**src/hdl/div_pkg.sv**
```systemverilog
package div_pkg;

	// ######################################################################
	// data widths
	// ######################################################################

	typedef logic [31:0] word_t;	// operands, quotient, remainder
	typedef logic [34:0] rem_t;	// partial remainder, 3 guard bits for 3x divisor

	// ######################################################################
	// sequencer
	// ######################################################################

	// init is never held in the state register
	// it is the idle state seen with a request at the queue head
	typedef enum logic [2:0] {
		st_idle,
		st_init,
		st_step,
		st_last,
		st_done
	} seq_state_t;

	localparam int DIV_STEPS = 16;	// radix-4 steps for 32 bits

endpackage

```
**src/hdl/div_op_if.sv**
```systemverilog
`timescale 1ns/10ps

// head of the request queue as seen by the divide side
interface div_op_if
	import div_pkg::*;
();
	logic empty;	// no request pending
	logic pop;	// consume head this cycle
	word_t dividend;
	word_t divisor;
	logic unsign;	// treat both operands as unsigned

	modport queue_mp (
		output empty,
		output dividend,
		output divisor,
		output unsign,
		input pop
	);

	modport seq_mp (
		input empty,
		input dividend,
		input divisor,
		input unsign,
		output pop
	);
endinterface

```
**src/hdl/csa35.sv**
```systemverilog
`timescale 1ns/10ps

// 3:2 compressor over the full remainder width
// sum and carry stay separate, carry weight is one bit above sum
module csa35
	import div_pkg::*;
(
	input rem_t ain,
	input rem_t bin,
	input rem_t cin,
	output rem_t sout,
	output rem_t cout
);

	// bitwise full adders, no carry ripple
	assign sout = ain ^ bin ^ cin;

	// majority of the three inputs per bit
	// caller shifts this left by one before the final add
	assign cout = (ain & bin) |
		(ain & cin) |
		(bin & cin);

endmodule

```
**src/hdl/long_div.sv**
```systemverilog
`timescale 1ns/10ps

// radix-4 restoring divider, 16 advance steps plus one correction step
// dvd starts as the dividend and fills with quotient bits from below
module long_div
	import div_pkg::*;
(
	input logic clk,
	input logic d_init,
	input logic e_advance,
	input logic e_last,
	input word_t dividend,
	input word_t divisor,
	input logic unsign,
	output word_t quot,
	output word_t remd
);

	logic sign_divisor;
	logic sign_dividend;
	word_t dvs;	// divisor as loaded
	word_t dvd;	// dividend bits, then quotient bits
	logic sign_dvs;
	logic sign_dvd;
	logic sign_quot;
	logic sub;	// subtract divisor multiples, else add
	rem_t rem;	// partial remainder, sign kept equal to dividend
	rem_t rem_sh;
	rem_t dvs_ivt;
	rem_t dvs_ivt2;
	rem_t sum3;
	rem_t carry3;
	rem_t trial1;
	rem_t trial2;
	rem_t trial3;
	rem_t rem_nxt;
	rem_t rem_fix;
	logic ok1;
	logic ok2;
	logic ok3;
	logic fix;
	logic [1:0] digit;
	logic [1:0] qbits;

	assign sign_divisor = divisor[31] & ~unsign;
	assign sign_dividend = dividend[31] & ~unsign;

	// ######################################################################
	// operand registers
	// ######################################################################

	always_ff @(posedge clk) begin
		if (d_init) begin
			dvs <= divisor;
			sign_dvs <= sign_divisor;
			sign_dvd <= sign_dividend;
			sign_quot <= sign_dividend ^ sign_divisor;	// from incoming operands
		end
	end

	// ######################################################################
	// trial subtraction, divisor times 1, 2 and 3
	// ######################################################################

	// same signs move the remainder down, different signs move it up
	assign sub = ~sign_quot;

	assign rem_sh = {rem[32:0], dvd[31:30]};	// next two dividend bits
	assign dvs_ivt = {35{sub}} ^ {{3{sign_dvs}}, dvs};	// +/-D, less the +1 for negation
	assign dvs_ivt2 = {dvs_ivt[33:0], sub};	// same for 2D

	assign trial1 = rem_sh + dvs_ivt + {34'b0, sub};
	assign trial2 = rem_sh + dvs_ivt2 + {34'b0, sub};

	csa35 u_csa (
		.ain  (rem_sh),
		.bin  (dvs_ivt),
		.cin  (dvs_ivt2),
		.sout (sum3),
		.cout (carry3)
	);

	// carry shifted up, the two negation ones go in at bit 0
	assign trial3 = sum3 + {carry3[33:0], sub} + {34'b0, sub};

	// a trial is usable while its sign still matches the dividend
	assign ok1 = (trial1[34] == sign_dvd);
	assign ok2 = (trial2[34] == sign_dvd);
	assign ok3 = (trial3[34] == sign_dvd);

	always_comb begin
		if (ok3) begin
			digit = 2'd3;
			rem_nxt = trial3;
		end else if (ok2) begin
			digit = 2'd2;
			rem_nxt = trial2;
		end else if (ok1) begin
			digit = 2'd1;
			rem_nxt = trial1;
		end else begin
			digit = 2'd0;
			rem_nxt = rem_sh;	// restore
		end
	end

	assign qbits = digit ^ {2{sign_quot}};	// ones' complement when negative

	// ######################################################################
	// last step
	// ######################################################################

	// a negative dividend ends with remainder in [-|D|, -1]
	// -|D| means an exact multiple, so fold it into the quotient
	assign rem_fix = rem + dvs_ivt + {34'b0, sub};
	assign fix = sign_dvd & (rem_fix == '0);

	always_ff @(posedge clk) begin
		if (d_init)
			dvd <= dividend;
		else if (e_advance)
			dvd <= {dvd[29:0], qbits};
		else if (e_last)
			dvd <= dvd + {31'b0, sign_quot ^ fix};	// +1 completes two's complement
	end

	always_ff @(posedge clk) begin
		if (d_init)
			rem <= {35{sign_dividend}};	// sign extension of the dividend
		else if (e_advance)
			rem <= rem_nxt;
		else if (e_last && fix)
			rem <= '0;
	end

	assign quot = dvd;
	assign remd = rem[31:0];

	a_init_not_advance: assert property (@(posedge clk) d_init |-> !e_advance)
		else $error("long_div: e_advance together with d_init");

endmodule

```
**src/hdl/div_request_queue.sv**
```systemverilog
`timescale 1ns/10ps

// circular buffer of pending divide requests
module div_request_queue
	import div_pkg::*;
#(
	parameter int QUEUE_DEPTH = 4	// power of two, 2 or more
) (
	input logic clk,
	input logic rst,
	input logic push,
	input word_t dividend,
	input word_t divisor,
	input logic unsign,
	output logic full,
	div_op_if.queue_mp op
);

	localparam int PTR_W = $clog2(QUEUE_DEPTH);
	localparam int CNT_W = $clog2(QUEUE_DEPTH) + 1;

	word_t dvd_mem [QUEUE_DEPTH];
	word_t dvs_mem [QUEUE_DEPTH];
	logic [QUEUE_DEPTH-1:0] uns_mem;
	logic [PTR_W-1:0] wr_ptr;
	logic [PTR_W-1:0] rd_ptr;
	logic [CNT_W-1:0] count;
	logic do_push;
	logic do_pop;

	assign do_push = push & ~full;	// push into a full queue is dropped
	assign do_pop = op.pop & ~op.empty;

	// storage
	always_ff @(posedge clk) begin
		if (do_push) begin
			dvd_mem[wr_ptr] <= dividend;
			dvs_mem[wr_ptr] <= divisor;
			uns_mem[wr_ptr] <= unsign;
		end
	end

	// pointers wrap on their own, depth is a power of two
	always_ff @(posedge clk) begin
		if (rst) begin
			wr_ptr <= '0;
			rd_ptr <= '0;
			count <= '0;
		end else begin
			if (do_push)
				wr_ptr <= wr_ptr + 1'b1;
			if (do_pop)
				rd_ptr <= rd_ptr + 1'b1;
			case ({do_push, do_pop})
				2'b10: count <= count + 1'b1;
				2'b01: count <= count - 1'b1;
				default: count <= count;	// none, or both at once
			endcase
		end
	end

	assign full = (count == CNT_W'(QUEUE_DEPTH));
	assign op.empty = (count == '0);

	// head entry, visible the cycle after it is written
	assign op.dividend = dvd_mem[rd_ptr];
	assign op.divisor = dvs_mem[rd_ptr];
	assign op.unsign = uns_mem[rd_ptr];

	a_no_pop_empty: assert property (@(posedge clk) disable iff (rst) op.pop |-> !op.empty)
		else $error("div_request_queue: pop while empty");

	a_count_range: assert property (@(posedge clk) disable iff (rst)
		count <= CNT_W'(QUEUE_DEPTH))
		else $error("div_request_queue: count above depth");

endmodule

```
**src/hdl/div_sequencer.sv**
```systemverilog
`timescale 1ns/10ps

// steps one request through the datapath, 19 cycles from pop to done
module div_sequencer
	import div_pkg::*;
(
	input logic clk,
	input logic rst,
	div_op_if.seq_mp op,
	output logic d_init,
	output logic e_advance,
	output logic e_last,
	output logic busy,
	output logic done
);

	localparam int CNT_W = $clog2(DIV_STEPS);

	seq_state_t state_q;	// idle, step, last or done
	seq_state_t phase;	// state_q with init resolved
	logic [CNT_W-1:0] step_cnt;

	// idle with a request waiting is the init cycle
	// so a new request can start right after done
	always_comb begin
		phase = state_q;
		if (state_q == st_idle && !op.empty)
			phase = st_init;
	end

	always_ff @(posedge clk) begin
		if (rst) begin
			state_q <= st_idle;
			step_cnt <= '0;
		end else begin
			case (phase)
				st_init: begin
					state_q <= st_step;
					step_cnt <= '0;
				end
				st_step: begin
					step_cnt <= step_cnt + 1'b1;
					if (step_cnt == CNT_W'(DIV_STEPS - 1))
						state_q <= st_last;
				end
				st_last: state_q <= st_done;
				st_done: state_q <= st_idle;
				default: state_q <= st_idle;
			endcase
		end
	end

	// ######################################################################
	// strobes
	// ######################################################################

	assign op.pop = (phase == st_init);	// head leaves as the datapath loads it
	assign d_init = (phase == st_init);
	assign e_advance = (phase == st_step);
	assign e_last = (phase == st_last);
	assign done = (phase == st_done);
	assign busy = (phase != st_idle);

	a_strobes_onehot: assert property (@(posedge clk) disable iff (rst)
		$onehot0({d_init, e_advance, e_last}))
		else $error("div_sequencer: datapath strobes overlap");

	a_step_count: assert property (@(posedge clk) disable iff (rst)
		d_init |=> e_advance [*DIV_STEPS] ##1 e_last)
		else $error("div_sequencer: e_last not after DIV_STEPS advance cycles");

endmodule

```
**src/hdl/div_top.sv**
```systemverilog
`timescale 1ns/10ps

// request queue in front of the sequencer and the radix-4 datapath
module div_top
	import div_pkg::*;
#(
	parameter int QUEUE_DEPTH = 4
) (
	input logic clk,
	input logic rst,
	input logic push,
	input word_t dividend,
	input word_t divisor,
	input logic unsign,
	output logic full,
	output logic busy,
	output logic done,
	output word_t quot,
	output word_t remd
);

	logic d_init;
	logic e_advance;
	logic e_last;

	div_op_if op_bus ();

	div_request_queue #(
		.QUEUE_DEPTH (QUEUE_DEPTH)
	) u_queue (
		.clk      (clk),
		.rst      (rst),
		.push     (push),
		.dividend (dividend),
		.divisor  (divisor),
		.unsign   (unsign),
		.full     (full),
		.op       (op_bus.queue_mp)
	);

	div_sequencer u_seq (
		.clk       (clk),
		.rst       (rst),
		.op        (op_bus.seq_mp),
		.d_init    (d_init),
		.e_advance (e_advance),
		.e_last    (e_last),
		.busy      (busy),
		.done      (done)
	);

	// operands come straight from the queue head, loaded on d_init
	long_div u_div (
		.clk       (clk),
		.d_init    (d_init),
		.e_advance (e_advance),
		.e_last    (e_last),
		.dividend  (op_bus.dividend),
		.divisor   (op_bus.divisor),
		.unsign    (op_bus.unsign),
		.quot      (quot),
		.remd      (remd)
	);

endmodule

```
**config.mk**
```make
export PLATFORM = sky130hd
export DESIGN_NAME = div_top
export DESIGN_NICKNAME = d
export VERILOG_FILES = /design/src/hdl/div_pkg.sv /design/src/hdl/div_op_if.sv /design/src/hdl/csa35.sv /design/src/hdl/long_div.sv /design/src/hdl/div_request_queue.sv /design/src/hdl/div_sequencer.sv /design/src/hdl/div_top.sv
export SDC_FILE = /design/constraint.sdc
export NUM_CORES = 1
export LEC_CHECK = 0
export ABC_CLOCK_PERIOD_IN_PS = 13710
export BUFFER_PORTS_ARGS = -buffer_cell sky130_fd_sc_hd__buf_2
export CAP_MARGIN = 20
export CORE_ASPECT_RATIO = 1.4
export CORE_MARGIN = 3
export CORE_UTILIZATION = 40
export CTS_CLUSTER_SIZE = 20
export DETAILED_ROUTE_END_ITERATION = 12
export PLACE_DENSITY = 0.58
export SETUP_SLACK_MARGIN = 0.5
export SYNTH_ARGS = -nofsm -noshare
export SYNTH_HDL_FRONTEND = slang
export SYNTH_SLANG_ARGS = --single-unit
```
**constraint.sdc**
```tcl
create_clock -name clk -period 13.71 [get_ports clk]
set_input_delay 3.4275 -clock clk [delete_from_list [all_inputs] [get_ports clk]]
set_output_delay 3.4275 -clock clk [all_outputs]
set_load 0.05 [all_outputs]
```
== Word level (Yosys, flattened, before mapping) ==
Memory sizes are Yosys's and may differ from the RTL's. A register that Yosys moved wholly into a read port is not among the register bits.
Index checks and enable logic that the tools add are counted.
W data, S select, Z words.

* Flip-flop bits (word level): 120
* Latch bits: 0
* Bits in writable memories: 256
* ROM bits: 0
* Input port bits: 68
* Output and inout bits: 67
* Word-level logic and storage cells: 103
* Memories kept: 2

* Add/sub/neg operators: 14
* Multiply operators: 0
* Div/mod/pow operators: 0
* Order comparisons: 3
* Eq/ne operators: 12
* Shift-type cells: 0
* Mux-type cells: 28
* Bitwise gates (word level): 20
* Reductions and logical operators: 12

{| class="wikitable"
|+ Memory list
! memory !! words !! bits a word !! rd ports !! clocked after memory_dff !! wr ports !! RTL line !! text
|-
| u_queue.dvd_mem || 4 || 32 || 1 || 1 || 1 || div_request_queue.sv:22 || <nowiki>word_t dvd_mem [QUEUE_DEPTH];</nowiki>
|-
| u_queue.dvs_mem || 4 || 32 || 1 || 1 || 1 || div_request_queue.sv:23 || <nowiki>word_t dvs_mem [QUEUE_DEPTH];</nowiki>
|}

{| class="wikitable"
|+ Operators with widths
! operator !! number
|-
| $mux W35 || 6
|-
| $add A35 B1 Y35 || 4
|-
| $add A35 B35 Y35 || 4
|-
| $xor A35 B35 Y35 || 3
|-
| $and A34 B34 Y34 || 3
|-
| $mux W32 || 3
|-
| $or A34 B34 Y34 || 2
|-
| $logic_not A35 Y1 || 1
|-
| $add A32 B1 Y32 || 1
|-
| $mux W2 || 6
|-
| $pmux W3 S3 || 1
|-
| $reduce_bool A3 Y1 || 3
|-
| $pmux W4 S2 || 1
|-
| $eq A3 B2 Y1 const B || 2
|-
| $eq A3 B3 Y1 const B || 2
|-
| $logic_not A3 Y1 || 2
|-
| $lt A2 B3 Y1 const B || 2
|-
| $mux W3 || 2
|-
| $pmux W3 S2 || 1
|-
| $and A1 B1 Y1 || 5
|-
| $mux W1 || 5
|-
| $add A2 B1 Y2 const B || 2
|-
| $add A4 B1 Y4 const B || 1
|-
| $bwmux W4 || 1
|-
| other kinds (17) || 26
|}

== Depth between registers and ports, before layout ==
* Word-level depth: 12
* Gate-level depth with buffers: 28
* Gate-level depth less buffers: 26

== Modules after synthesis ==
A second synthesis with hierarchy kept.

* Cells, all modules: 2121
* Area total of the unflattened synthesis: 24577.3 µm²

{| class="wikitable"
|+ By module, submodules not included
! module !! times used !! cells an instance !! area each (µm²) !! seq. area each (µm²)
|-
| long_div || 1 || 1656 || 13603.0 || 3062.9
|-
| div_request_queue || 1 || 393 || 9928.3 || 7987.7
|-
| csa35 || 1 || 35 || 700.7 || 0.0
|-
| div_sequencer || 1 || 37 || 345.3 || 140.1
|}

== Worst setup path before layout ==
No wires, ideal clock.

* Path type: register -> register
* Start point: register u_div.sign_quot
* End point: register u_div.dvd[30], in the netlist u_div.quot[30], data pin
* Setup time: 169 ps
* Arrival: 5910 ps
* Required time: 13541 ps
* Slack: 7631 ps
* Stages on the path, launching flop included: 28
* Buffers on the path: 3
* Clock period less this slack: 6079 ps
* Cell sequence: edfxtp_1 buf_4 buf_1 xnor2_1 ha_1 clkbuf_1 nand2_1 o21a_1 and2_1 a222oi_1 and3_1 a221o_1 nand2_1 o41ai_1 xor2_1 nor4_2 xnor2_1 ha_1 ha_1 and2_1 nand2_1 nor2_1 nand3_1 nor3_1 nand4_1 o21ai_0 a21oi_1 o31ai_1

* Cells in the longest elaborated chain, start to end: 11

{| class="wikitable"
|+ RTL lines
! item !! RTL line !! text
|-
| start: declaration || long_div.sv:25 || <nowiki>logic sign_quot;</nowiki>
|-
| start signal: assignment || long_div.sv:57 || <nowiki>sign_quot <= sign_dividend ^ sign_divisor;</nowiki>
|-
| $not A1 Y1 || long_div.sv:66 || <nowiki>assign sub = ~sign_quot;</nowiki>
|-
| $xor A35 B35 Y35 || long_div.sv:69 || <nowiki>assign dvs_ivt = {35{sub}} ^ {{3{sign_dvs}}, dvs};</nowiki>
|-
| $add A35 B35 Y35 || long_div.sv:115 || <nowiki>assign rem_fix = rem + dvs_ivt + {34'b0, sub};</nowiki>
|-
| $add A35 B1 Y35 || long_div.sv:115 ||
|-
| $logic_not A35 Y1 || long_div.sv:116 || <nowiki>assign fix = sign_dvd & (rem_fix == '0);</nowiki>
|-
| $and A1 B1 Y1 || long_div.sv:116 ||
|-
| $xor A1 B1 Y1 (*) || long_div.sv:124 || <nowiki>dvd <= dvd + {31'b0, sign_quot ^ fix};</nowiki>
|-
| $add A32 B1 Y32 (*) || long_div.sv:124 ||
|-
| $mux W32 (*) || long_div.sv:123 || <nowiki>else if (e_last)</nowiki>
|-
| $mux W32 (*) || long_div.sv:121 || <nowiki>else if (e_advance)</nowiki>
|-
| $mux W32 (*) || long_div.sv:119 || <nowiki>if (d_init)</nowiki>
|-
| end signal: assignment || long_div.sv:120 || <nowiki>dvd <= dividend;</nowiki>
|-
| end signal: assignment || long_div.sv:122 || <nowiki>dvd <= {dvd[29:0], qbits};</nowiki>
|-
| end signal: assignment || long_div.sv:124 ||
|-
| end: declaration || long_div.sv:22 || <nowiki>word_t dvd;</nowiki>
|}

Every way passes the cells marked *; elsewhere a longest branch is shown, timed or not. The select of a mux whose other input is x is not followed.
A chain may end at the register's enable or synchronous reset.

== Final worst setup path ==
* Start point: register u_div.sign_quot
* End point: register u_div.dvd[28], in the netlist u_div.quot[28], data pin

The elaborated chain is that of the path after synthesis.

==> impl_metrics.tcl <==
set metrics [dict create \
    syn_area_per_cell_sq_um 11.3 \
    synth_compound_area_frac 0.154 \
    wirelength_mm 68.0 \
    fp.dieH_um 296 \
    critical_path_class "register to register" \
    synth_top_family_by_area "compound AO/OA/AOI/OAI gates" \
    ctsHoldBuffers 0 \
    rows 105 \
    gp_congestion 0.971 \
    synth_cells 2125 \
    arrival_ps 7840 \
    nNetsFinal 2459 \
    finalCriticalPeriod_ps 7540 \
    path_delay_family "simple AND/OR/NAND/NOR gates" \
    portBuffers 134 \
    cts_setup_buffers 0 \
    avgViaCountPerCell 5.92 \
    whs_path_depth 2 \
    max_slew.worst_pin.slew_ps 1080 \
    htree_levels 2 \
    slew_headroom 0.283 \
    antenna_found_initial 14 \
    drtIter0Drc 1136 \
    worst-path-buf-inv 2 \
    synth.cell_area_sq_um 24100 \
    finalSetupViolCount 0 \
    setup_tns_ps 0 \
    ys.flop_type "edfxtp_1" \
    skew_ps 17.0 \
    outcome "finished, final reports clean" \
    rsz0062_at_grt "false" \
    start_util 0.408 \
    required_ps 14000 \
    clock-sinks 378 \
    busiest_layer "met2" \
    synthesis.nets 2382 \
    first_global_vias 18100 \
    yosys_warnings 0 \
    wl_per_cell_um 22.8 \
    max_stage_delay_ps 720 \
    fmax_mhz 133 \
    clk_pin_slew_ps 60 \
    worstHoldEndpoint "u_seq.state_q[0]" \
    insertion_delay_ps 570 \
    area_growth_pct 10.8 \
    root_buffer "clkbuf_16" \
    ys_seq_area_frac 0.465 \
    io_pins 135 \
    fin_crit_sh 0.550 \
    cts_resized 0 \
    rrSetupSlack_ps 6170 \
    firstDrtPassIters 7 \
    drtAntennaViolNets 0 \
    grtUsageMet1 0.247 \
    drv_slew 0 \
    hpwl_mm 50.0 \
    dieArea_sq_um 63300 \
    tritoncts "built" \
    core_area_sq_um 59100 \
    synthMuxAreaShare 0.0705 \
    holdCritStartpoint "u_seq.step_cnt[3]" \
    grt_pass1_wl_mm 104 \
    overflow 0 \
    timing.rr.end "u_div.quot[28]" \
    grtUsageMet2 0.384 \
    hold_viol_final 0 \
    cp-start-kind "register" \
    reg2reg_depth 26 \
    path_max_fanout 39 \
    reg2reg_from "u_div.sign_quot" \
    die_w_um 213 \
    drc 0 \
    num_vias 17700 \
    async_flop_share 0 \
    synth-xor-area-share 0.0597 \
    synth_edf_count 362 \
    synthDistinctLibCells 79 \
    cts_max_path_buffers 3 \
    drive_gt1_frac 0.141 \
    hold_path_class "register to register" \
    track_usage 0.215 \
    worst_path_most_repeated_cell "nand4_1" \
    grt_max_degree 67 \
    yosys_register_bits 378 \
    synth-simple-area-share 0.110 \
    setup.worst_path.end_class "register" \
    synth-adder-area-share 0.110 \
    cpMaxStageDelayCell "xnor2_1" \
    use_met3 0.0447 \
    cts_buffers 39 \
    maxCapViolCount 0 \
]
==> registers in the layout, summed over array words and instances (netlist names), named ones only <==
register         flops
u_div.dvs           32
u_div.quot          32
u_div.rem           35
u_div.sign_dvd       1
u_div.sign_dvs       1
u_div.sign_quot      1
u_queue.count        3
u_queue.dvd_mem    128
u_queue.dvs_mem    128
u_queue.rd_ptr       2
u_queue.uns_mem      4
u_queue.wr_ptr       2
u_seq.state_q        3
u_seq.step_cnt       4
==> cell usage in the layout, fill, tap and decap left out, types with 10 or more instances in the layout <==
cell type	count
edfxtp_1	362
nand2_1	214
a21oi_1	188
ha_1	152
buf_2	134
nor2_1	109
xnor2_1	101
o21ai_0	100
o211ai_1	73
mux4_2	65
nand3_1	65
xor2_1	59
inv_1	50
a21o_1	43
clkbuf_16	39
fa_1	37
nand4_1	35
nor3_1	25
a211oi_1	21
a31oi_1	20
mux2i_1	20
o21bai_1	19
o21a_1	18
nand2b_1	18
o31ai_1	16
buf_4	15
and3_1	14
dfxtp_1	14
or3_1	13
o22ai_1	13
nor2b_1	12
and2_1	12
o221ai_1	10
==> worst reg2reg max path, delay by kind of cell, from the launching register on <==
kind / cells / cell delay (ps)
and+or+nand+nor: 13 / 3200
xor gates and xnor gates: 3 / 1180
AOI/OAI and AO/OA: 5 / 1110
adders and majority gates: 3 / 980
buffers and inverters: 2 / 460
DFF: 1 / 350
==> final cells by class <==
| cell class | instances | area, sq um |
|---|---|---|
| repair buffers | 149 | 783 |
| clock inverters | 24 | 363 |
| multi-input cells | 1583 | 12200 |
| diodes | 6 | 15.0 |
| fillers | 5465 | 32400 |
| clock buffers | 46 | 1010 |
| flip-flops and latches | 378 | 11200 |
| inverters | 51 | 193 |
| well taps | 749 | 937 |
==> cell usage after synthesis (all sizes together), types with 25 or more instances <==
master  number  area (sq um)
ha         152          1900
nand4       35           219
o211ai      74           561
a21o        43           323
edfxtp     362         10900
mux4        65          1460
nand2      215           807
nand3       65           325
nor3        25           125
clkbuf      57           215
inv         51           191
nor2       110           413
xor2        60           526
fa          37           741
buf         56           354
xnor2      102           912
o21ai      108           541
a21oi      189           950
==> per-stage QoR <==
stage / instances / utilization / setup slack (ps) / cell area, sq um / hold slack, ps
floorplan: 2125 / - / 7630 / 24100 / 428
global placement: 2910 / 0.428 / 6500 / 25300 / 450
detailed placement: 2910 / 0.428 / 6370 / 25300 / 458
CTS: 2980 / 0.451 / 6300 / 26700 / 462
global route: 2981 / 0.451 / 5690 / 26700 / 490
finish: 2986 / 0.452 / 6170 / 26700 / 463
==> logic make-up (layout without fill, tap and decap cells) <==
family / count (synthesis) / count (layout)
xor+xnor: 162 / 162
buf+inv: 164 / 270
other cells: 0 / 6
flops: 378 / 378
fa+ha+maj: 189 / 189
compound gates: 581 / 581
mux: 88 / 88
simple gates: 563 / 563
==> worst max-delay path by stage <==
stage,slack (ps),endpoint,cells past startpoint,start
floorplan,7630,u_div.quot[30],27,u_div.sign_quot
global placement,6500,u_div.quot[28],26,u_div.sign_quot
detailed placement,6370,u_div.quot[30],25,u_div.sign_quot
CTS,6300,u_div.quot[30],25,u_div.sign_quot
global route,5690,u_div.quot[28],26,u_div.sign_quot
finish,6170,u_div.quot[28],26,u_div.sign_quot
==> metal layers <==
layer,vias to the layer above,routed length (um)
met3,168,4000
met5,-,109
met1,8675,26100
met4,12,3330
met2,548,34500
li1,8265,-
Power is left out: the tool's default activity adds up to more than one toggle a clock period on the data nets, which glitch-free logic cannot reach.
